--- config.mk ---
export PLATFORM = sky130hd
export DESIGN_NAME = mem_bus_arbiter
export DESIGN_NICKNAME = d
export VERILOG_FILES = /design/src/soc_pkg.sv /design/src/mem_bus_arbiter.sv
export SDC_FILE = /design/constraint.sdc
export NUM_CORES = 1
export LEC_CHECK = 0
export BUFFER_PORTS_ARGS = -buffer_cell sky130_fd_sc_hd__buf_2
export CAP_MARGIN = 20
export CORE_AREA = 2 2 104 106
export DETAILED_ROUTE_END_ITERATION = 8
export DIE_AREA = 0 0 106 108
export PLACE_DENSITY_LB_ADDON = 0.2
export RECOVER_POWER = 50
export SLEW_MARGIN = 20
export SYNTH_ARGS = -nofsm -noshare
export SYNTH_HDL_FRONTEND = slang
export SYNTH_SLANG_ARGS = --single-unit
--- constraint.sdc ---
create_clock -name clk_in -period 3.3 [get_ports clk_in]
set_input_delay 0.165 -clock clk_in [delete_from_list [all_inputs] [get_ports clk_in]]
set_output_delay 0.165 -clock clk_in [all_outputs]
set_load 0.005 [all_outputs]
--- src/soc_pkg.sv ---
package soc_pkg;

    // Address and data word width.
    localparam int XLEN = 32;

    // Memory depth in 32-bit words, as a power of two.
    localparam int MEM_WORDS_LOG2 = 10;

    // Cycles from request acceptance to response in the memory model.
    localparam int MEM_DELAY = 4;

    // Core clock rate; one microsecond is CLK_MHZ cycles.
    localparam int CLK_MHZ = 27;

    // Width of the board LED register.
    localparam int LED_WIDTH = 6;

    // Addresses with bit 31 set belong to the MMIO region.
    localparam logic [XLEN-1:0] MMIO_BASE = 32'h8000_0000;

    // MMIO register map, byte offsets from MMIO_BASE.
    localparam logic [XLEN-1:0] MMIO_MTIME_LO    = 32'h0000_0000;
    localparam logic [XLEN-1:0] MMIO_MTIME_HI    = 32'h0000_0004;
    localparam logic [XLEN-1:0] MMIO_MTIMECMP_LO = 32'h0000_0008;
    localparam logic [XLEN-1:0] MMIO_MTIMECMP_HI = 32'h0000_000C;
    localparam logic [XLEN-1:0] MMIO_CYCLE_LO    = 32'h0000_0010;
    localparam logic [XLEN-1:0] MMIO_CYCLE_HI    = 32'h0000_0014;
    localparam logic [XLEN-1:0] MMIO_LED         = 32'h0000_0018;

    // Source tags carried through the arbiter response pipeline.
    localparam logic PORT_TAG_DATA = 1'b0;
    localparam logic PORT_TAG_INST = 1'b1;

endpackage

--- src/mem_bus_arbiter.sv ---
module mem_bus_arbiter (
    input  logic                     clk_in,
    input  logic                     arst_n,

    input  logic                     ireq_valid,
    output logic                     ireq_ready,
    input  logic [soc_pkg::XLEN-1:0] ireq_addr,
    output logic                     iresp_valid,
    output logic                     iresp_error,
    output logic [soc_pkg::XLEN-1:0] iresp_rdata,

    input  logic                     dreq_valid,
    output logic                     dreq_ready,
    input  logic [soc_pkg::XLEN-1:0] dreq_addr,
    input  logic                     dreq_wen,
    input  logic [soc_pkg::XLEN-1:0] dreq_wdata,
    output logic                     dresp_valid,
    output logic                     dresp_error,
    output logic [soc_pkg::XLEN-1:0] dresp_rdata,

    output logic                     mreq_valid,
    output logic [soc_pkg::XLEN-1:0] mreq_addr,
    output logic                     mreq_wen,
    output logic [soc_pkg::XLEN-1:0] mreq_wdata,
    input  logic                     mresp_valid,
    input  logic                     mresp_error,
    input  logic [soc_pkg::XLEN-1:0] mresp_rdata
);
    import soc_pkg::*;

    logic                 last_tag;
    logic                 grant_data;
    logic                 grant_inst;
    logic [MEM_DELAY-1:0] tag_pipe;
    logic [MEM_DELAY-1:0] tag_valid_pipe;
    logic                 resp_tag;

    // Ready is offered to a port unless the other one wins the tie.
    assign dreq_ready = !ireq_valid || (last_tag == PORT_TAG_INST);
    assign ireq_ready = !dreq_valid || (last_tag == PORT_TAG_DATA);
    assign grant_data = dreq_valid && dreq_ready;
    assign grant_inst = ireq_valid && ireq_ready;

    always_comb begin
        mreq_valid = grant_data || grant_inst;
        if (grant_data) begin
            mreq_addr  = dreq_addr;
            mreq_wen   = dreq_wen;
            mreq_wdata = dreq_wdata;
        end else begin
            mreq_addr  = ireq_addr;
            mreq_wen   = 1'b0;
            mreq_wdata = '0;
        end
    end

    // Reset to the fetch tag so data wins the first tie.
    always_ff @(posedge clk_in or negedge arst_n) begin
        if (!arst_n) begin
            last_tag       <= PORT_TAG_INST;
            tag_valid_pipe <= '0;
        end else begin
            if (mreq_valid) begin
                last_tag <= grant_data ? PORT_TAG_DATA : PORT_TAG_INST;
            end
            tag_valid_pipe <= {tag_valid_pipe[MEM_DELAY-2:0], mreq_valid};
        end
    end

    always_ff @(posedge clk_in) begin
        tag_pipe <= {tag_pipe[MEM_DELAY-2:0], grant_data ? PORT_TAG_DATA : PORT_TAG_INST};
    end

    assign resp_tag = tag_pipe[MEM_DELAY-1];

    assign dresp_valid = mresp_valid && (resp_tag == PORT_TAG_DATA);
    assign iresp_valid = mresp_valid && (resp_tag == PORT_TAG_INST);
    assign dresp_error = mresp_error;
    assign iresp_error = mresp_error;
    assign dresp_rdata = mresp_rdata;
    assign iresp_rdata = mresp_rdata;

    a_single_grant: assert property (
        @(posedge clk_in) disable iff (!arst_n)
        (ireq_valid && dreq_valid) |-> !(ireq_ready && dreq_ready)
    );

    // Memory latency must line up with the tag pipeline depth.
    a_resp_tagged: assert property (
        @(posedge clk_in) disable iff (!arst_n)
        mresp_valid |-> tag_valid_pipe[MEM_DELAY-1]
    );

endmodule

==> flow_metrics.env <==
export IMPL_start_util=0.141
export IMPL_n_antenna_cell=0
export IMPL_syn_avg_cell_area_um2=9.38
export IMPL_num_io_pins=271
export IMPL_netlist_area_um2=1440
export IMPL_place_area_um2=1870
export IMPL_hp_class="input port to flip-flop"
export IMPL_ys_ff_latch=5
export IMPL_wl_per_cell_um=12.1
export IMPL_ctsHtreeMaxLevel=1
export IMPL_first_global_vias=1304
export IMPL_grt_pass1_wl_um=6420
export IMPL_crit_family="flip-flops"
export IMPL_setup_ws_ns=1.16
export IMPL_timing_final_crit_share=0.650
export IMPL_ir_drop_v=0.000211
export IMPL_tightest_slew_ns=0.544
export IMPL_yosysWarnings=0
export IMPL_timing_critical_path_buf_inv=2
export IMPL_fillers=1200
export IMPL_max_cap_violations=0
export IMPL_crit_fanout=35
export IMPL_overflow=0
export IMPL_final_cell_mix="170 x buf_2, 33 x and3_1, 29 x mux2_4"
export IMPL_critPathLaunchType="flip-flop"
export IMPL_die_height_um=108
export IMPL_cts_resized_gates=0
export IMPL_cts_buffers=3
export IMPL_yosysSeqAreaShare=0.0737
export IMPL_dp_hpwl_um=4080
export IMPL_max_freq_mhz=466
export IMPL_grt_max_degree=37
export IMPL_required_ns=3.13
export IMPL_fin_worst_skew_ns=0.00202
export IMPL_cp_depth=5
export IMPL_dieWidth_um=106
export IMPL_cpPeakStageDelay_ns=0.53
export IMPL_ant_nets=0
export IMPL_path_clk_slew_ns=0.04
export IMPL_synth_cells=154
export IMPL_antenna_found_initial=0
export IMPL_rsz0062_at_grt="no"
export IMPL_fin_util=0.188
export IMPL_core_um2=10200
export IMPL_path_cells="nand2b_1, buf_4, nand2_8, mux2_4, buf_2"
export IMPL_yosysUniqueCellTypes=18
export IMPL_drive_above_1_share=0.819
export IMPL_arrival_ns=1.98
export IMPL_path_class="flip-flop to primary output"
export IMPL_numPortBuffers=171
export IMPL_max_slew_margin=0.637
export IMPL_reg2reg_depth=3
export IMPL_clock_sinks=5
export IMPL_rows=37
export IMPL_cts_tree="done"
export IMPL_slowest_stage="dfstp_1"
export IMPL_final_nets=390
export IMPL_wl_um=4710
export IMPL_track_usage=0.0700
export IMPL_powerDensity_nw_per_um2=231
export IMPL_fin_area_um2=1930
export IMPL_finalPower_mw=0.446
export IMPL_drt_iter0_markers=32
export IMPL_slew_violations=0
export IMPL_syn_nets=289
export IMPL_regArea_um2=106
export IMPL_p_leak_nw=1.23
export IMPL_status="completed"
export IMPL_vias=1347
export IMPL_die_area_um2=11400
export IMPL_cts_buffer_depth=2
export IMPL_gp_congestion=0.634
export IMPL_vias_per_cell=3.45
export IMPL_stdcell_count=390
export IMPL_hold_depth=2
export IMPL_multi_input_area_um2=732
export IMPL_setup_viol=0
export IMPL_syn2layout_area_growth_pct=33.4
export IMPL_dp_cells=385
export IMPL_cts_root_buf="clkbuf_8"
export IMPL_dp_slack_ns=1.37
export IMPL_min_period_ns=2.14
export IMPL_drt_first_pass_iters=2
export IMPL_clock_latency_ns=0.22
export IMPL_drc=0
export IMPL_tns_ns=0
export IMPL_whs_ns=0.182
export IMPL_hold_viol=0
export IMPL_final_common_cell="buf_2"
export IMPL_setup_worst_path_end_class="primary output"
## sequential cells by signal (all words and copies together), names as in the netlist
name / count
last_tag: 1
tag_pipe: 4
## cell usage after synthesis
cell type,instances,share of area
buf_4,66,0.34
and3_1,33,0.14
mux2_4,29,0.30
clkbuf_1,5,0.013
dfxtp_1,4,0.055
buf_12,3,0.042
mux2_2,3,0.023
and2_1,1,0.0043
buf_2,1,0.0035
buf_6,1,0.0078
buf_8,1,0.010
dfstp_2,1,0.018
nand2_1,1,0.0026
nand2_8,1,0.014
nand2b_1,1,0.0043
nor2b_1,1,0.0043
o21a_1,1,0.0052
or2_2,1,0.0043
## logic make-up after synthesis
group,after synthesis,share of synthesized area
flops,5,0.0737
simple gates,39,0.177
mux,32,0.325
buf+inv,77,0.419
compound gates,1,0.00520
## power by group
| group | total (mW) | switching (mW) | internal, mW |
|---|---|---|---|
| clock | 0.111 | 0.0279 | 0.0827 |
| combinational | 0.265 | 0.103 | 0.162 |
| sequential | 0.0702 | 0.00217 | 0.0680 |
## layout make-up
cell class	instances	area share
Clock buffer	4	0.0234
Sequential cell	5	0.0552
Multi-Input combinational cell	72	0.380
Timing Repair Buffer	173	0.453
Tap cell	136	0.0884
## routing by layer
layer	vias up	part of all wire	track usage
met5	-	0	0
met4	0	0.0045	0.0122
met3	5	0.11	0.0259
met2	108	0.53	0.139
met1	584	0.36	0.0705
li1	650	-	-
## worst paths after layout
kind / from / to / slack, ns
worst max register to register: last_tag / tag_pipe[0] / 1.82
max in group asynchronous: arst_n / last_tag / 2.87
min in group asynchronous: arst_n / last_tag / 0.42
worst min-delay path: ireq_valid / last_tag / 0.18
worst max-delay path: last_tag / mreq_addr[26] / 1.16
worst min register to register: tag_pipe[2] / tag_pipe[3] / 0.32
## what timing repair did
item                                   CTS  global route
endpoints found under the hold margin    1             0
setup buffers                            0             0
hold buffers                             1             0
No activity file was read; power rests on OpenSTA's default activity.
