File: config.mk
export PLATFORM = sky130hd
export DESIGN_NAME = mmio_ctrl
export DESIGN_NICKNAME = d
export VERILOG_FILES = /design/src/soc_pkg.sv /design/src/mmio_ctrl.sv
export SDC_FILE = /design/constraint.sdc
export NUM_CORES = 1
export LEC_CHECK = 0
export ABC_AREA = 1
export BUFFER_PORTS_ARGS = -buffer_cell sky130_fd_sc_hd__buf_2
export CORE_ASPECT_RATIO = 1.1
export CORE_MARGIN = 4
export CORE_UTILIZATION = 40
export DETAILED_ROUTE_END_ITERATION = 12
export HOLD_SLACK_MARGIN = 0.05
export PLACE_DENSITY = 0.67
export REMOVE_ABC_BUFFERS = 1
export SYNTH_ARGS = -nofsm -noshare
export SYNTH_HDL_FRONTEND = slang
export SYNTH_SLANG_ARGS = --single-unit
File: constraint.sdc
create_clock -name clk_in -period 5.1 [get_ports clk_in]
set_input_delay 0.765 -clock clk_in [delete_from_list [all_inputs] [get_ports clk_in]]
set_output_delay 0.765 -clock clk_in [all_outputs]
set_load 0.02 [all_outputs]
File: src/soc_pkg.sv
package soc_pkg;

    // Address and data word width.
    localparam int XLEN = 32;

    // Memory depth in 32-bit words, as a power of two.
    localparam int MEM_WORDS_LOG2 = 10;

    // Cycles from request acceptance to response in the memory model.
    localparam int MEM_DELAY = 4;

    // Core clock rate; one microsecond is CLK_MHZ cycles.
    localparam int CLK_MHZ = 27;

    // Width of the board LED register.
    localparam int LED_WIDTH = 6;

    // Addresses with bit 31 set belong to the MMIO region.
    localparam logic [XLEN-1:0] MMIO_BASE = 32'h8000_0000;

    // MMIO register map, byte offsets from MMIO_BASE.
    localparam logic [XLEN-1:0] MMIO_MTIME_LO    = 32'h0000_0000;
    localparam logic [XLEN-1:0] MMIO_MTIME_HI    = 32'h0000_0004;
    localparam logic [XLEN-1:0] MMIO_MTIMECMP_LO = 32'h0000_0008;
    localparam logic [XLEN-1:0] MMIO_MTIMECMP_HI = 32'h0000_000C;
    localparam logic [XLEN-1:0] MMIO_CYCLE_LO    = 32'h0000_0010;
    localparam logic [XLEN-1:0] MMIO_CYCLE_HI    = 32'h0000_0014;
    localparam logic [XLEN-1:0] MMIO_LED         = 32'h0000_0018;

    // Source tags carried through the arbiter response pipeline.
    localparam logic PORT_TAG_DATA = 1'b0;
    localparam logic PORT_TAG_INST = 1'b1;

endpackage

File: src/mmio_ctrl.sv
module mmio_ctrl (
    input  logic                          clk_in,
    input  logic                          arst_n,

    input  logic                          req_valid,
    output logic                          req_ready,
    input  logic [soc_pkg::XLEN-1:0]      req_addr,
    input  logic                          req_wen,
    input  logic [soc_pkg::XLEN-1:0]      req_wdata,
    output logic                          resp_valid,
    output logic                          resp_error,
    output logic [soc_pkg::XLEN-1:0]      resp_rdata,

    input  logic [63:0]                   cycle,
    input  logic [63:0]                   mtime,

    output logic                          mem_req_valid,
    input  logic                          mem_ready,
    output logic [soc_pkg::XLEN-1:0]      mem_req_addr,
    output logic                          mem_req_wen,
    output logic [soc_pkg::XLEN-1:0]      mem_req_wdata,
    input  logic                          mem_resp_valid,
    input  logic                          mem_resp_error,
    input  logic [soc_pkg::XLEN-1:0]      mem_resp_rdata,

    output logic [soc_pkg::LED_WIDTH-1:0] led,
    output logic                          timer_irq
);
    import soc_pkg::*;

    logic                           is_mmio;
    logic                           mmio_fire;
    logic [$clog2(MEM_DELAY+1)-1:0] pending;
    logic [63:0]                    mtimecmp;
    logic [LED_WIDTH-1:0]           led_reg;
    logic [XLEN-1:0]                rd_data;
    logic                           rd_error;
    logic                           mmio_resp_valid;
    logic                           mmio_resp_error;
    logic [XLEN-1:0]                mmio_resp_rdata;

    assign is_mmio = req_addr[XLEN-1];

    // Memory traffic passes straight through to the arbiter.
    assign mem_req_valid = req_valid && !is_mmio;
    assign mem_req_addr  = req_addr;
    assign mem_req_wen   = req_wen;
    assign mem_req_wdata = req_wdata;

    // MMIO waits until all earlier memory accesses have answered.
    assign req_ready = is_mmio ? (pending == '0) : mem_ready;
    assign mmio_fire = req_valid && is_mmio && (pending == '0);

    always_ff @(posedge clk_in or negedge arst_n) begin
        if (!arst_n) begin
            pending <= '0;
        end else begin
            pending <= pending + (mem_req_valid && mem_ready) - mem_resp_valid;
        end
    end

    always_comb begin
        rd_data  = '0;
        rd_error = 1'b0;
        case (req_addr)
            MMIO_BASE | MMIO_MTIME_LO:    rd_data = mtime[XLEN-1:0];
            MMIO_BASE | MMIO_MTIME_HI:    rd_data = mtime[2*XLEN-1:XLEN];
            MMIO_BASE | MMIO_MTIMECMP_LO: rd_data = mtimecmp[XLEN-1:0];
            MMIO_BASE | MMIO_MTIMECMP_HI: rd_data = mtimecmp[2*XLEN-1:XLEN];
            MMIO_BASE | MMIO_CYCLE_LO:    rd_data = cycle[XLEN-1:0];
            MMIO_BASE | MMIO_CYCLE_HI:    rd_data = cycle[2*XLEN-1:XLEN];
            MMIO_BASE | MMIO_LED:         rd_data = {{(XLEN-LED_WIDTH){1'b0}}, led_reg};
            // Unmapped or misaligned.
            default:                      rd_error = 1'b1;
        endcase
    end

    always_ff @(posedge clk_in or negedge arst_n) begin
        if (!arst_n) begin
            mtimecmp <= '1;
            led_reg  <= '0;
        end else if (mmio_fire && req_wen) begin
            case (req_addr)
                MMIO_BASE | MMIO_MTIMECMP_LO: mtimecmp[XLEN-1:0] <= req_wdata;
                MMIO_BASE | MMIO_MTIMECMP_HI: mtimecmp[2*XLEN-1:XLEN] <= req_wdata;
                MMIO_BASE | MMIO_LED:         led_reg <= req_wdata[LED_WIDTH-1:0];
                default: ;
            endcase
        end
    end

    always_ff @(posedge clk_in or negedge arst_n) begin
        if (!arst_n) begin
            mmio_resp_valid <= 1'b0;
        end else begin
            mmio_resp_valid <= mmio_fire;
        end
    end

    // Writes answer with zero data.
    always_ff @(posedge clk_in) begin
        if (mmio_fire) begin
            mmio_resp_error <= rd_error;
            mmio_resp_rdata <= req_wen ? '0 : rd_data;
        end
    end

    assign resp_valid = mmio_resp_valid || mem_resp_valid;
    assign resp_error = mmio_resp_valid ? mmio_resp_error : mem_resp_error;
    assign resp_rdata = mmio_resp_valid ? mmio_resp_rdata : mem_resp_rdata;

    assign led       = ~led_reg;
    assign timer_irq = (mtime >= mtimecmp);

    // The drain rule keeps the two response sources apart.
    a_no_resp_overlap: assert property (
        @(posedge clk_in) disable iff (!arst_n)
        !(mmio_resp_valid && mem_resp_valid)
    );

endmodule

==> impl_metrics.tcl, run 1 <==
set metrics [dict create \
    die-area_um2 24700 \
    tightest_slew_ps 1080 \
    hold_path_end "mtimecmp[28]" \
    chipWidth_um 150 \
    synth_cell_types 33 \
    nets 1807 \
    detail-route-antenna-nets 0 \
    pwr_density_cell_nw_per_um2 205 \
    startpoint_type "register" \
    gp_congestion 0.880 \
    grt_pass1_wl_um 45000 \
    avgSynthCellArea_um2 6.96 \
    r2r_end "mtimecmp[59]" \
    initial_core_util_pct 40.5 \
    cp_max_fo 2 \
    finalHoldViolCount 0 \
    wire_per_inst_um 16.1 \
    leakagePower_nw 5.03 \
    fillers 2291 \
    n_antenna_cell 0 \
    h-tree-depth 3 \
    cp.required_ps 4340 \
    peakVddDrop_mv 0.134 \
    async_flop_share_pct 69.2 \
    ys_ff_latch 107 \
    skew_ps 8.72 \
    drc_errors 0 \
    r2r-start "pending[1]" \
    cts.sinks 107 \
    numPortBuffers 338 \
    fin_util_pct 48.2 \
    outcome "completed" \
    r2r_slack_ps 2410 \
    fmax_mhz 265 \
    min_path_type "register to register" \
    via_per_inst 5.04 \
    period_minus_slack_ps 3770 \
    dp_hpwl_um 21800 \
    ios 339 \
    rr_worst_depth 6 \
    tritoncts "yes" \
    netlist_instances 1282 \
    clk_latency_ps 350 \
    drtIter0Drc 590 \
    cts_resized 0 \
    cap_viol_max_count 0 \
    cts_hold_buf 0 \
    hold_depth 2 \
    drt_pass1_iterations 5 \
    syn_to_final_growth_pct 19.1 \
    drive_above_1_share_pct 29.9 \
    regArea_um2 2920 \
    slew_violations 0 \
    end_kind "output port" \
    root_buffer "clkbuf_16" \
    largest_reg_flops 64 \
    via_count 9117 \
    path_clk_slew_ps 70 \
    worstPathArrival_ps 3010 \
    placementRows 57 \
    grt_max_degree 108 \
    slew_headroom_pct 27.8 \
    drt_wl_total_um 29200 \
    core_area_um2 22000 \
    multi_input_area_um2 4460 \
    synth_area_um2 8920 \
    fin_setup_tns_ps 0 \
    track_usage_pct 23.1 \
    fin_crit_sh_pct 74.0 \
    cts_setup_buffers 0 \
    cts_max_path_buffers 2 \
    hold_start "mtimecmp[28]" \
    grt_pass1_vias 8709 \
    die_h_um 165 \
    synth_edf_count 33 \
    cts_made_buffers 9 \
    synthFlopType "dfstp_2" \
    grt_overflow 0 \
    yosysSeqAreaShare_pct 32.8 \
    worstSetupPathType "register to output port" \
    setup_violations 0 \
    rsz0062_at_grt "false" \
    synth_warnings 0 \
    antenna_found_initial 0 \
]
[power breakdown]
group          switching [W]  total, W  leakage, nW  internal [W]
logic               0.000311  0.000497         3.85      0.000185
registers          0.0000170  0.000947         1.04      0.000930
clock network       0.000340  0.000736        0.145      0.000395
[cell usage after synthesis, types with 2 or more instances]
| cell type | instances | area, µm² |
|---|---|---|
| nand2_1 | 342 | 1280 |
| inv_1 | 196 | 736 |
| nand4_1 | 138 | 863 |
| nor2_1 | 100 | 375 |
| buf_4 | 70 | 526 |
| ha_1 | 66 | 826 |
| dfstp_2 | 64 | 1680 |
| o21ai_0 | 52 | 260 |
| o21ai_1 | 40 | 200 |
| edfxtp_1 | 33 | 991 |
| a21oi_1 | 32 | 160 |
| buf_2 | 32 | 160 |
| clkbuf_1 | 25 | 93.8 |
| nand3_1 | 25 | 125 |
| o22ai_1 | 18 | 113 |
| dfrtp_1 | 10 | 250 |
| buf_1 | 8 | 30.0 |
| nor3_1 | 6 | 30.0 |
| nand2_2 | 5 | 31.3 |
| inv_2 | 3 | 11.3 |
| nand3b_1 | 2 | 15.0 |
| nor2_2 | 2 | 12.5 |
| nor3_4 | 2 | 32.5 |
| xnor2_1 | 2 | 17.5 |
[layout make-up]
class | count | area share (%)
inverter | 199 | 7.04
tap | 295 | 3.48
sequential | 107 | 27.5
clock buffer | 10 | 2.25
clock inverter | 6 | 0.601
multi-input combinational | 840 | 42.0
timing repair buffer | 352 | 17.1
[routing by layer]
| metal | GRT usage, % | vias to the layer above | part of all wire (%) |
|---|---|---|---|
| li1 | - | 4580 | - |
| met2 | 39.0 | 360 | 48 |
| met5 | 0 | - | 0 |
| met4 | 9.53 | 0 | 3.4 |
| met3 | 2.91 | 53 | 7.2 |
| met1 | 29.9 | 4124 | 41 |
[placed cells by master, fill, tap and decap left out, types with 3 or more instances in the layout]
master     Yosys  layout
nand2_1      342     342
buf_2         32     337
inv_1        196     196
nand4_1      138     138
nor2_1       100      98
ha_1          66      66
dfstp_2       64      64
o21ai_0       52      52
o21ai_1       40      40
edfxtp_1      33      33
a21oi_1       32      32
nand3_1       25      24
o22ai_1       18      18
buf_4         70      14
dfrtp_1       10      10
clkbuf_16      0       9
nor3_1         6       5
nand2_2        5       5
nor2_4         1       4
inv_2          3       3
nor3_4         2       3
[metrics by stage]
stage | worst slack, ps | hold slack [ps] | instances | instance area (µm²) | power (W)
after global placement | 1340 | 460 | 1793 | 10300 | 0.00145
after detailed placement | 1350 | 467 | 1793 | 10300 | 0.00146
after global routing | 1040 | 495 | 1809 | 10600 | 0.00229
final | 1330 | 477 | 1809 | 10600 | 0.00218
after floorplan | -549 | 455 | 1146 | 8100 | 0.00117
after CTS | 1280 | 478 | 1809 | 10600 | 0.00220
[how the worst max path moves through the flow]
stage | start | to | slack (ps) | cells after the start
CTS | mtimecmp[63] | timer_irq | 1280 | 11
global route | mtimecmp[63] | timer_irq | 1040 | 11
floorplan | req_addr[23] | mtimecmp[0] | -550 | 9
global placement | mtime[63] | timer_irq | 1340 | 11
detailed placement | mtime[63] | timer_irq | 1350 | 11
finish | mtimecmp[63] | timer_irq | 1330 | 11
[worst max-delay path, cell delays in order, from the launching register on]
cell     delay, ps
dfstp_2        540
inv_1           50
ha_1           290
nand2_1         70
nor2_1         170
nand4_1        220
nor3_1         460
nand2_1        150
nor3b_1        380
nand2_1         90
nand2_1         80
buf_2          160
[cells by family (layout without fill, tap and decap cells)]
| kind of cell | count (synthesis) | in the layout | synth area share [%] |
|---|---|---|---|
| AND/OR/NAND/NOR | 627 | 627 | 31.6 |
| buffers and inverters | 335 | 567 | 17.6 |
| AO/OA/AOI/OAI | 144 | 144 | 8.40 |
| XOR/XNOR | 2 | 2 | 0.196 |
| adder cells (fa/ha/maj) | 67 | 67 | 9.49 |
| flip-flops | 107 | 107 | 32.8 |
(Power assumes the default switching activity.)
==> run 2, diff against run 1 <==
- PLACE_DENSITY: 0.67 -> 0.7
- clock period: 5.1 -> 3.3 ns (I/O delays scaled with it)
==> run 2 against run 1 <==
Compared with the run above:
- wire length fell by 1.2%
- largest power group unchanged
- combinational power up 55%
- via count grew 0.45%
- count of clock-buffer cells in the layout is 1 higher
- power grew 52%
- clock skew rose by 2.6 ps
==> impl_metrics.tcl, run 2 (same netlist as run 1, synthesis figures left out) <==
set metrics [dict create \
    fin_crit_sh_pct 90.5 \
    root_buffer "clkbuf_16" \
    gp_congestion 0.859 \
    multi_input_area_um2 4470 \
    dp_hpwl_um 22100 \
    wire_per_inst_um 15.9 \
    path_clk_slew_ps 80 \
    period_minus_slack_ps 2990 \
    startpoint_type "register" \
    grt_overflow 0 \
    drive_above_1_share_pct 30.3 \
    drtIter0Drc 585 \
    grt_pass1_wl_um 44400 \
    end_kind "output port" \
    drt_wl_total_um 28800 \
    nets 1814 \
    antenna_found_initial 0 \
    clk_latency_ps 350 \
    total_power_w 0.00331 \
    min_path_type "input pin to asynchronous set/reset pin" \
    initial_core_util_pct 40.5 \
    fmax_mhz 335 \
    r2r_end "mtimecmp[1]" \
    layout_common_cells "nand2_1 (342), buf_2 (337), inv_1 (196), nand4_1 (138), nor2_1 (98)" \
    drc_errors 0 \
    cts.sinks 107 \
    cap_viol_max_count 0 \
    ios 339 \
    numPortBuffers 338 \
    skew_ps 11.3 \
    core_area_um2 22000 \
    largest_reg_flops 64 \
    cp_max_fo 2 \
    leakagePower_nw 5.06 \
    cp.required_ps 2800 \
    die_h_um 165 \
    r2r_slack_ps 950 \
    r2r-start "pending[1]" \
    via_count 9158 \
    fillers 2234 \
    pwr_density_cell_nw_per_um2 311 \
    h-tree-depth 3 \
    chipWidth_um 150 \
    tightest_slew_ps 969 \
    cts_made_buffers 9 \
    via_per_inst 5.04 \
    setup_violations 0 \
    peakVddDrop_mv 0.271 \
    cts_max_path_buffers 2 \
    slew_headroom_pct 35.4 \
    critPathCapture "timer_irq" \
    rr_worst_depth 6 \
    slew_violations 0 \
    drt_pass1_iterations 5 \
    grt_pass1_vias 8573 \
    finalHoldViolCount 0 \
    grt_max_degree 75 \
    n_antenna_cell 0 \
    tritoncts "yes" \
    layout_commonest_cell "nand2_1" \
    regArea_um2 2920 \
    startpoint "mtimecmp[63]" \
    track_usage_pct 22.8 \
    syn_to_final_growth_pct 19.6 \
    rsz0062_at_grt "false" \
    outcome "completed" \
    placementRows 57 \
    die-area_um2 24700 \
    detail-route-antenna-nets 0 \
    worstSetupPathType "register to output port" \
    worstPathArrival_ps 2490 \
    fin_util_pct 48.4 \
    fin_setup_tns_ps 0 \
]
## run 2: timing repair
action	CTS	global route
setup buffers	0	0
resized for setup	0	1
hold buffers	0	0
endpoints found under the setup margin	0	1
## run 2: worst min path at each step
stage | end | slack [ps] | depth (start not counted)
final | led_reg[5] | 290 | 1
after global routing | mtimecmp[9] | 370 | 3
after CTS | led_reg[1] | 330 | 1
after detailed placement | mtimecmp[8] | 460 | 2
after global placement | mtimecmp[23] | 460 | 2
after floorplan | led_reg[0] | 200 | 0
## run 2: stage by stage
stage,area (µm²),std cells,hold WS (ps),setup slack (ps)
after floorplan,8100,1146,199,-2080
after global placement,10400,1800,463,674
after detailed placement,10400,1800,465,536
after CTS,10700,1816,331,180
after global routing,10700,1816,367,16.0
final,10700,1816,290,313
## run 2: power by group
part,total (W),internal [W],switching (W),leakage (nW)
Clock,0.00108,0.000556,0.000523,0.138
Sequential,0.00146,0.00144,0.0000274,1.04
Combinational,0.000768,0.000287,0.000480,3.89
Total,0.00331,0.00228,0.00103,5.06
## run 2: cell type report
| cell class | instances | area share, % |
|---|---|---|
| clock buffers | 11 | 2.37 |
| multi-input cells | 840 | 41.9 |
| flip-flops and latches | 107 | 27.4 |
| clock inverters | 5 | 0.352 |
| well taps | 295 | 3.46 |
| repair buffers | 359 | 17.5 |
| inverters | 199 | 7.01 |
## run 2: metal layers
layer / global-route usage, % / share of wire, %
met2: 40.8 / 50
met5: 0 / 0
met1: 29.3 / 41
met3: 2.96 / 7.3
met4: 4.74 / 1.3
## run 2: worst max-delay path, stage by stage (launching register included)
cell and delay [ps]:
dfstp_2 530, inv_1 60, ha_1 290, nand2_1 70
nor2_1 140, nand4_1 210, nor3_2 230, nand2_1 110
nor3b_1 200, nand2_1 70, nand2_1 50, buf_2 180
