### src/soc_pkg.sv
package soc_pkg;

    // Address and data word width.
    localparam int XLEN = 32;

    // Memory depth in 32-bit words, as a power of two.
    localparam int MEM_WORDS_LOG2 = 10;

    // Cycles from request acceptance to response in the memory model.
    localparam int MEM_DELAY = 4;

    // Core clock rate; one microsecond is CLK_MHZ cycles.
    localparam int CLK_MHZ = 27;

    // Width of the board LED register.
    localparam int LED_WIDTH = 6;

    // Addresses with bit 31 set belong to the MMIO region.
    localparam logic [XLEN-1:0] MMIO_BASE = 32'h8000_0000;

    // MMIO register map, byte offsets from MMIO_BASE.
    localparam logic [XLEN-1:0] MMIO_MTIME_LO    = 32'h0000_0000;
    localparam logic [XLEN-1:0] MMIO_MTIME_HI    = 32'h0000_0004;
    localparam logic [XLEN-1:0] MMIO_MTIMECMP_LO = 32'h0000_0008;
    localparam logic [XLEN-1:0] MMIO_MTIMECMP_HI = 32'h0000_000C;
    localparam logic [XLEN-1:0] MMIO_CYCLE_LO    = 32'h0000_0010;
    localparam logic [XLEN-1:0] MMIO_CYCLE_HI    = 32'h0000_0014;
    localparam logic [XLEN-1:0] MMIO_LED         = 32'h0000_0018;

    // Source tags carried through the arbiter response pipeline.
    localparam logic PORT_TAG_DATA = 1'b0;
    localparam logic PORT_TAG_INST = 1'b1;

endpackage

### src/soc_timers.sv
module soc_timers (
    input  logic        clk_in,
    input  logic        arst_n,
    output logic [63:0] cycle,
    output logic [63:0] mtime
);
    import soc_pkg::*;

    logic [$clog2(CLK_MHZ)-1:0] prescaler;
    logic                       us_tick;

    // One tick per microsecond of wall time.
    assign us_tick = (prescaler == CLK_MHZ - 1);

    always_ff @(posedge clk_in or negedge arst_n) begin
        if (!arst_n) begin
            cycle <= '0;
        end else begin
            cycle <= cycle + 64'd1;
        end
    end

    always_ff @(posedge clk_in or negedge arst_n) begin
        if (!arst_n) begin
            prescaler <= '0;
            mtime     <= '0;
        end else if (us_tick) begin
            prescaler <= '0;
            mtime     <= mtime + 64'd1;
        end else begin
            prescaler <= prescaler + 1'b1;
        end
    end

    // Prescaler wraps before leaving its range.
    a_prescaler_range: assert property (
        @(posedge clk_in) disable iff (!arst_n)
        prescaler <= CLK_MHZ - 1
    );

endmodule

### config.mk
export PLATFORM = sky130hd
export DESIGN_NAME = soc_timers
export DESIGN_NICKNAME = d
export VERILOG_FILES = /design/src/soc_pkg.sv /design/src/soc_timers.sv
export SDC_FILE = /design/constraint.sdc
export NUM_CORES = 1
export LEC_CHECK = 0
export BUFFER_PORTS_ARGS = -buffer_cell sky130_fd_sc_hd__buf_2
export CAP_MARGIN = 20
export CORE_MARGIN = 1
export CORE_UTILIZATION = 50
export DETAILED_ROUTE_END_ITERATION = 8
export PLACE_DENSITY_LB_ADDON = 0.15
export SYNTH_ARGS = -nofsm -noshare
export SYNTH_HDL_FRONTEND = slang
export SYNTH_SLANG_ARGS = --single-unit
export TNS_END_PERCENT = 20
### constraint.sdc
create_clock -name clk_in -period 5.05 [get_ports clk_in]
set_clock_uncertainty 0.2 [all_clocks]
set_input_delay 1.515 -clock clk_in [delete_from_list [all_inputs] [get_ports clk_in]]
set_output_delay 1.515 -clock clk_in [all_outputs]
set_load 0.05 [all_outputs]
==> impl_results.md, run 1 <==
- Status: completed
- Worst-path cell chain: buf_2
- Remaining antenna violation count after routing: 0
- Register area: 0.00333 mm²
- Seq pwr share: 47.6%
- Synth async-reset ratio: 100%
- Worst-margin pin slew: 0.944 ns
- Total clock buffers created by CTS: 17
- Drt drc: 0
- Setup crit start kind: flip-flop
- Post-route met1 wirelength: 5890 µm
- Max Freq: 343 MHz
- Setup Viol. Count Final: 0
- Cts hold-fix bufs: 0
- Slew Limit Fails: 0
- Global-route wire length before repair: 22700 µm
- Post-CTS setup buffer count: 0
- Register area share after synthesis: 52.9%
- Yosys Warn Count: 0
- Antenna Diode Count: 0
- Crit end category: output pin
- Clock Pin Slew Worst Setup and Hold Paths: 0.06 ns
- Initial antenna violation count: 0
- Worst path slowest cell: dfrtp_1
- TritonCTS clock tree: yes
- Final WL: 13300 µm
- Die Area: 0.0130 mm²
- Post-cts sizing count: 0
- Worst Path Arrival: 1.20 ns
- Area of the multi-input gates: 0.00281 mm²
- P_int: 1.79 mW
- Leakage: 3.88 nW
- Via/cell ratio: 5.19
- Slowest stage delay, CP: 0.47 ns
- Layout Cells excl Fill: 889
- Drt first-iter violations: 249
- CP delay by family, top: flip-flops
- Initial Util: 51.7%
- Main synth FF type: dfrtp_1
- Post-synth EDFFs: 0
- Kind of critical path: flip-flop to output pin
- Maximum vdd drop: 209 µV
- Skew-Pair Late Insertion Delay: 0.42 ns
- Cells after DPL: 857
- Sw frac: 20.2%
- Synth Instances: 569
- Syn Nets: 575
- Final min period: 2.91 ns
- Total number of vias: 4613
- #FFs+latches synth: 133
- DP HPWL: 9330 µm
- H-tree lvl count: 4
- WL/cell: 14.9 µm
- Final nets: 714
- Final hold vios: 0
- IO Port Bufs: 129
- Clk network pwr share: 51.5%
- Critical Path RT: 3.34 ns
- Final worst-path cycle share: 57.7%
- WL met2: 6530 µm
- Clk root buf: clkbuf_16
- Switching power: 454 µW
- Buf/Inv on CP: 1
- Max-slew headroom: 37.0%
- MaxCap Viol Count: 0
- Gr usage total: 22.4%
- Crit-path max FO: 7
- Clock tree buffer depth: 2
- RD Place Congestion: 0.817
- Initial DRT Pass Iterations: 7
- Vias in the first global route: 4602
- Hold Crit Class: flip-flop to flip-flop
- Pwr Density: 293 mW/mm²
- Comb pwr share: 1.0%
- Core ar.: 0.0122 mm²
- Die Ht: 114 µm
- Final Power: 2.24 mW
- IO Pins: 130
- RSZ-0062 raised after global routing: no
- Chip Width: 114 µm
- Synthesized area per cell: 11.1 µm²
- Top layer in use: met4
- Fill cells: 1018
- Cell Area, Synth: 0.00629 mm²
- Netlist cell types: 35
- Clock sink count: 133
- Layout Utilization: 63.0%
- Share of layout cells above drive strength 1: 26.9%
- Total congestion overflow: 0
- Rows: 40
- P&R area growth vs syn: 21.7%
- Setup TNS: 0 ns
- Largest net degree at the start of global routing: 75
- Metal3 WL: 705 µm
## cells by family (layout without fill, tap and decap cells)
group | after synthesis | after routing | synth area share [%]
AOI/OAI and AO/OA | 2 | 2 | 0.219
xor gates and xnor gates | 127 | 127 | 17.7
adders and majority gates | 4 | 4 | 0.795
buffers and inverters | 34 | 186 | 2.50
DFF | 133 | 133 | 52.9
muxes | 1 | 1 | 0.159
and+or+nand+nor | 268 | 268 | 25.8
## power by group through the flow
stage	Combinational [mW]	Sequential (mW)	Clock, mW
floorplan	0.00000112	1.09	0
global placement	0.0233	1.09	0
detailed placement	0.0239	1.09	0
CTS	0.0239	1.07	1.18
global route	0.0264	1.07	1.23
finish	0.0219	1.07	1.15
## synth_stat cells, types with 3 or more instances
cell      number  area share [%]
and3_1        13             1.3
and4_1         5            0.70
buf_2          3            0.24
buf_6          3            0.54
clkbuf_1       3            0.18
dfrtp_1      133              53
ha_1           4            0.80
inv_1         24             1.4
nand2_1       57             3.4
nand3_1       45             3.6
nand4_1       26             2.6
nand4_2        5            0.99
nor2_1        40             2.4
nor3_1        20             1.6
nor3_2        11             1.7
nor4_1        18             1.8
nor4_2         6             1.2
nor4_4         5             1.7
or2_2          3            0.30
xnor2_1       69             9.6
xor2_1        58             8.1
## per-stage QoR
step	hold slack (ns)	cell area [µm²]	worst slack (ns)
floorplan	0.252	6290	2.65
global placement	0.252	7100	2.29
detailed placement	0.253	7100	2.26
CTS	0.263	7660	2.12
global route	0.293	7660	2.07
finish	0.257	7660	2.14
## path summary, 6_finish.rpt
kind / endpoint / slack [ns] / cells past startpoint / startpoint
setup / recovery: cycle[20] / 2.14 / 1 / cycle[20]
hold / removal: cycle[63] / 0.26 / 1 / cycle[63]
setup reg to reg: mtime[58] / 2.52 / 7 / prescaler[0]
hold reg to reg: cycle[63] / 0.26 / 1 / cycle[63]
max in group asynchronous: mtime[60] / 2.76 / 2 / arst_n
min in group asynchronous: cycle[21] / 1.05 / 1 / arst_n
## cell type report
type / instances / area share [%]
sequential: 133 / 43.5
multi-input combinational: 402 / 36.7
timing repair buffer: 130 / 8.73
clock buffer: 22 / 5.80
tap: 168 / 2.75
clock inverter: 10 / 1.41
inverter: 24 / 1.18
## cells in the final DEF, fill, tap and decap left out, types with 2 or more instances in the layout
cell and instances:
and2_1 2, nand3_4 2, nand4_2 5, xor2_1 58
nor4_1 18, bufinv_16 2, clkbuf_1 5, or2_2 3
nand3_1 45, or3_1 2, nor3_2 11, dfrtp_1 133
nor4_2 6, nor2_1 40, clkinvlp_4 3, nand4_1 26
inv_1 24, ha_1 4, clkbuf_16 17, nand2_1 57
and3_1 13, and4_1 5, nor3_1 20, buf_2 128
nand3_2 2, xnor2_1 69, nor4_4 5, clkinv_2 5
## routing by layer
metal / vias to the layer above / global-route usage [%]
li1: 2223 / -
met1: 2271 / 28.2
met2: 107 / 36.4
met3: 12 / 7.62
met4: 0 / 7.10
met5: - / 0
## sequential cells by signal, summed over array words and instances, names as in the netlist
name       cells
prescaler      5
cycle         64
mtime         64
Note: power is estimated with default switching activity, not from simulation.
==> run 2, diff against run 1 <==
- ABC_AREA: default -> 1
- clock period: 5.05 -> 2.7 ns (I/O delays scaled with it)
==> run 2 against run 1 <==
The flow now finishes with violations (DRC). Synthesized area is 22% higher. First-iteration DRC count grew 120%. Register-to-register slack got worse by 2.0 ns. Non-clock buffer count up 4. Setup slack lost 1.7 ns. Flip-flop and latch count stayed put. Utilization fell by 2.5 points. Sequential share of layout area decreased by 7.1 points. Synthesized cell count increased by 78%. Design area grew 20%. Cell count grew 53%. Clock-buffer cell count is 1 higher. Largest power group unchanged.
==> impl_results.md, run 2 <==
- Initial DRT Pass Iterations: 7
- Status: finished with violations
- Drt first-iter violations: 554
- RSZ-0062 raised after global routing: no
- Antenna Diode Count: 0
- Post-CTS setup buffer count: 0
- Yosys top cell by area: dfrtp_1
- Final nets: 1167
- Initial Util: 50.9%
- Synthesized area per cell: 7.63 µm²
- Core ar.: 0.0151 mm²
- Most frequent cells in the layout: nand2_1, nor2_1, dfrtp_1
- Initial antenna violation count: 0
- Synth async-reset ratio: 100%
- MaxCap Viol Count: 0
- TritonCTS clock tree: yes
- Most frequent cell after synthesis: nand2_1
- Setup crit start kind: flip-flop
- Register area share after synthesis: 43.2%
- Pwr Density: 454 mW/mm²
- Ranking of synthesized cells by area: dfrtp_1, nand2_1, nor2_1, xor2_1, inv_1
- Drt drc: 2
- Total number of vias: 7107
- Total clock buffers created by CTS: 17
- Critical Path RT: 1.69 ns
- Violated checks: DRC
- H-tree lvl count: 4
- RD Place Congestion: 0.963
- Yosys Warn Count: 0
- CP delay by family, top: flip-flops
- Leakage: 4.25 nW
- Critical R2R Capture: mtime[47]
- Skew-Pair Late Insertion Delay: 0.43 ns
- Setup Viol. Count Final: 0
- IO Pins: 130
- Netlist cell types: 34
- Slowest stage delay, CP: 0.50 ns
- Post-synth EDFFs: 0
- Reg2Reg Depth: 11
- Cts hold-fix bufs: 0
- Via/cell ratio: 5.23
- Kind of critical path: flip-flop to output pin
- Global-route wire length before repair: 34800 µm
- Remaining antenna violation count after routing: 0
- Buf/Inv on CP: 1
- Syn Nets: 1016
- Final WL: 21900 µm
- Crit end category: output pin
- Setup TNS: 0 ns
- Synth top area share: 43.2%
- Share of layout cells above drive strength 1: 18.7%
- Rows: 45
- Final worst-path cycle share: 83.5%
- WL/cell: 16.1 µm
- Max-slew headroom: 63.3%
- Final Power: 4.16 mW
- Vias in the first global route: 6871
- Main synth FF type: dfrtp_1
- Gr usage total: 28.9%
- Final min period: 2.25 ns
- Clock tree buffer depth: 2
- P&R area growth vs syn: 18.9%
- Total congestion overflow: 0
- Commonest non-fill, non-tap cell in the layout: nand2_1
- Post-cts sizing count: 0
- Clock Pin Slew Worst Setup and Hold Paths: 0.06 ns
- Die Ht: 126 µm
- Fill cells: 1426
- Clk root buf: clkbuf_16
- Clock sink count: 133
- DP HPWL: 17600 µm
- Worst Path Arrival: 1.24 ns
- Max Freq: 444 MHz
- Synth Instances: 1010
- Setup Slack @ Placement: 0.531 ns
- Maximum vdd drop: 429 µV
- Top Registers: cycle: 64 flops, mtime: 64 flops, prescaler: 5 flops
- Die Area: 0.0159 mm²
- Worst-margin pin slew: 0.550 ns
- Worst-path cell chain: buf_2
- Cell Area, Synth: 0.00771 mm²
- Worst path slowest cell: dfrtp_1
- Chip Width: 126 µm
- Final hold vios: 0
- IO Port Bufs: 129
- Slew Limit Fails: 0
- Worst r2r src: prescaler[0]
- Crit-path max FO: 6
- #FFs+latches synth: 133
- Hold Crit Class: input pin to async pin
- Setup ws final: 0.447 ns
- R2r setup slk: 0.52 ns
- Post-synth top cells: nand2_1, nor2_1, dfrtp_1
- Largest net degree at the start of global routing: 57
run 2: power by group:
group,switching [mW],internal [mW],total (mW)
registers,0,1.99,1.99
clock network,0.827,1.29,2.12
logic,0.0396,0.0101,0.0496
run 2: cells by family after synthesis:
logic type | count (synthesis) | share of synthesized area, %
adders and majority gates | 4 | 0.649
DFF | 133 | 43.2
and+or+nand+nor | 650 | 38.9
buffers and inverters | 114 | 5.67
xor gates and xnor gates | 92 | 10.5
AOI/OAI and AO/OA | 17 | 1.15
run 2: metal layers:
metal,global-route usage (%),part of all wire [%],vias up
li1,-,-,3472
met1,35.0,42,3303
met2,49.1,48,260
met3,5.27,4.6,72
met4,15.5,4.6,0
met5,0,0,-
run 2: layout make-up:
cell class	count	area, µm²	area share, %
Multi-Input combinational cell	763	3940	43.0
Sequential cell	133	3330	36.3
Timing Repair Buffer	134	714	7.80
Clock buffer	23	468	5.11
Inverter	112	420	4.59
Tap cell	188	235	2.57
Clock inverter	6	55.1	0.601
run 2: how the worst max path moves through the flow:
stage	endpoint	depth (start not counted)	start	slack [ns]
finish	mtime[48]	1	mtime[48]	0.45
global route	mtime[47]	11	prescaler[0]	0.33
CTS	mtime[48]	1	mtime[48]	0.45
detailed placement	mtime[44]	9	prescaler[0]	0.53
global placement	cycle[60]	8	cycle[0]	0.60
floorplan	cycle[48]	7	cycle[0]	0.59
run 2: per-stage QoR:
step	std cells	hold slack [ns]	instance area, µm²	util, %
2_1_floorplan	1010	0.254	7710	-
3_3_place_gp	1330	0.264	8640	57.0
3_5_place_dp	1330	0.287	8640	57.0
4_1_cts	1359	0.167	9160	60.5
5_1_grt	1359	0.182	9160	60.5
6_report	1359	0.146	9160	60.5
==> run 3, diff against run 2 <==
- clock period: 2.7 -> 2.2 ns (I/O delays scaled with it)
==> run 3 against run 2 <==
The run now ends clean. Non-clock buffer count up 9. Design area up 1.8%. Sequential power up 23%. Flip-flop and latch count unchanged. First-iteration DRC count down 17%. Critical path type unchanged. Critical endpoint unchanged. Largest cell class unchanged.
==> impl_results.md, run 3 (same netlist as run 2, synthesis figures left out) <==
- Met1 GRT Util: 36.1%
- Setup ws final: 0.0780 ns
- Final nets: 1178
- DP HPWL: 17900 µm
- Global-route wire length before repair: 35300 µm
- Worst Setup SP: mtime[48]
- RSZ-0062 raised after global routing: no
- Setup crit start kind: flip-flop
- P&R area growth vs syn: 21.1%
- Met2 Usage GRT: 51.2%
- Antenna Diode Count: 0
- Gr usage total: 29.3%
- TritonCTS clock tree: yes
- Kind of critical path: flip-flop to output pin
- Skew-Pair Late Insertion Delay: 0.43 ns
- Rows: 45
- Initial Util: 50.9%
- Initial DRT Pass Iterations: 5
- WL/cell: 16.3 µm
- Share of layout cells above drive strength 1: 19.8%
- Top Registers: cycle: 64 flops, mtime: 64 flops, prescaler: 5 flops
- IO Port Bufs: 129
- RD Place Congestion: 0.965
- Critical Path RT: 1.34 ns
- Worst path slowest cell: dfrtp_1
- Clock tree buffer depth: 2
- Die Area: 0.0159 mm²
- Final min period: 2.12 ns
- Drt drc: 0
- Slowest stage delay, CP: 0.51 ns
- Met3 Use GR: 4.97%
- Setup Viol. Count Final: 0
- Clock Pin Slew Worst Setup and Hold Paths: 0.06 ns
- Status: completed
- GR peak layer: met2
- MaxCap Viol Count: 0
- Commonest non-fill, non-tap cell in the layout: nand2_1
- Worst Path Arrival: 1.26 ns
- Worst hold start: prescaler[0]
- Total clock buffers created by CTS: 17
- Critical R2R Capture: mtime[51]
- Drt first-iter violations: 459
- Slew Limit Fails: 0
- Chip Width: 126 µm
- Hold Crit Class: flip-flop to flip-flop
- Leakage: 4.33 nW
- Worst-margin pin slew: 0.478 ns
- Remaining antenna violation count after routing: 0
- Cell count of the worst hold path: 1
- Crit end category: output pin
- Area of the multi-input gates: 0.00397 mm²
- Clk root buf: clkbuf_16
- Max-slew headroom: 67.8%
- Final worst-path cycle share: 96.5%
- Setup Slack @ Placement: 0.157 ns
- Die Ht: 126 µm
- Via/cell ratio: 5.16
- Worst r2r src: prescaler[0]
- Crit-path max FO: 6
- Core ar.: 0.0151 mm²
- Reg2Reg Depth: 11
- IO Pins: 130
- CP delay by family, top: flip-flops
- Setup TNS: 0 ns
- Worst-path cell chain: buf_2
- Pwr Density: 570 mW/mm²
- Largest net degree at the start of global routing: 50
- Clock sink count: 133
- Register area: 0.00333 mm²
- Final Power: 5.32 mW
- Hold slack: 0.277 ns
- Initial antenna violation count: 0
- Final hold vios: 0
- Vias in the first global route: 6855
- Total number of vias: 7078
- Buf/Inv on CP: 1
- Total congestion overflow: 0
- Most frequent cells in the layout: nand2_1, nor2_1, dfrtp_1
- H-tree lvl count: 4
- Max Freq: 471 MHz
- Worst Hold Path EP: prescaler[0]
- Maximum vdd drop: 536 µV
- Fill cells: 1411
- R2r setup slk: 0.21 ns
- Final WL: 22400 µm
==> run 3: per-layer routing <==
metal | part of all wire [%] | vias up
met5 | 0 | -
met4 | 3.3 | 0
met3 | 4.4 | 49
met2 | 49 | 193
met1 | 43 | 3328
li1 | - | 3508
==> run 3: layout make-up <==
class	instances	share of cell area (%)
Clock inverter	7	0.724
Sequential cell	133	35.7
Tap cell	188	2.52
Multi-Input combinational cell	765	42.5
Clock buffer	25	5.63
Timing Repair Buffer	143	8.41
Inverter	112	4.51
==> run 3: power by group <==
group,internal (mW),leakage (nW),switching [mW]
registers,2.45,1.82,0
clock network,1.76,0.287,1.06
logic,0.0114,2.22,0.0483
total,4.22,4.33,1.10
==> run 3: worst max path at each step <==
stage	to	cells after the start
after floorplan	cycle[48]	7
after global placement	mtime[47]	11
after detailed placement	mtime[47]	11
after CTS	mtime[48]	1
after global routing	mtime[47]	11
final	mtime[48]	1
==> run 3: timing repair <==
action,4_1_cts,5_1_grt
buffers inserted,0,3
hold buffers,1,0
endpoints found under the setup margin,0,7
hold endpoints to repair,23,0
resized for setup,0,1
==> run 3: metrics by stage <==
| stage | utilization (%) | instances | cell area [µm²] |
|---|---|---|---|
| after global routing | 61.6 | 1373 | 9330 |
| after global placement | 57.3 | 1335 | 8680 |
| after floorplan | - | 1010 | 7710 |
| after CTS | 61.3 | 1368 | 9280 |
| after detailed placement | 57.3 | 1335 | 8680 |
| final | 61.6 | 1373 | 9330 |
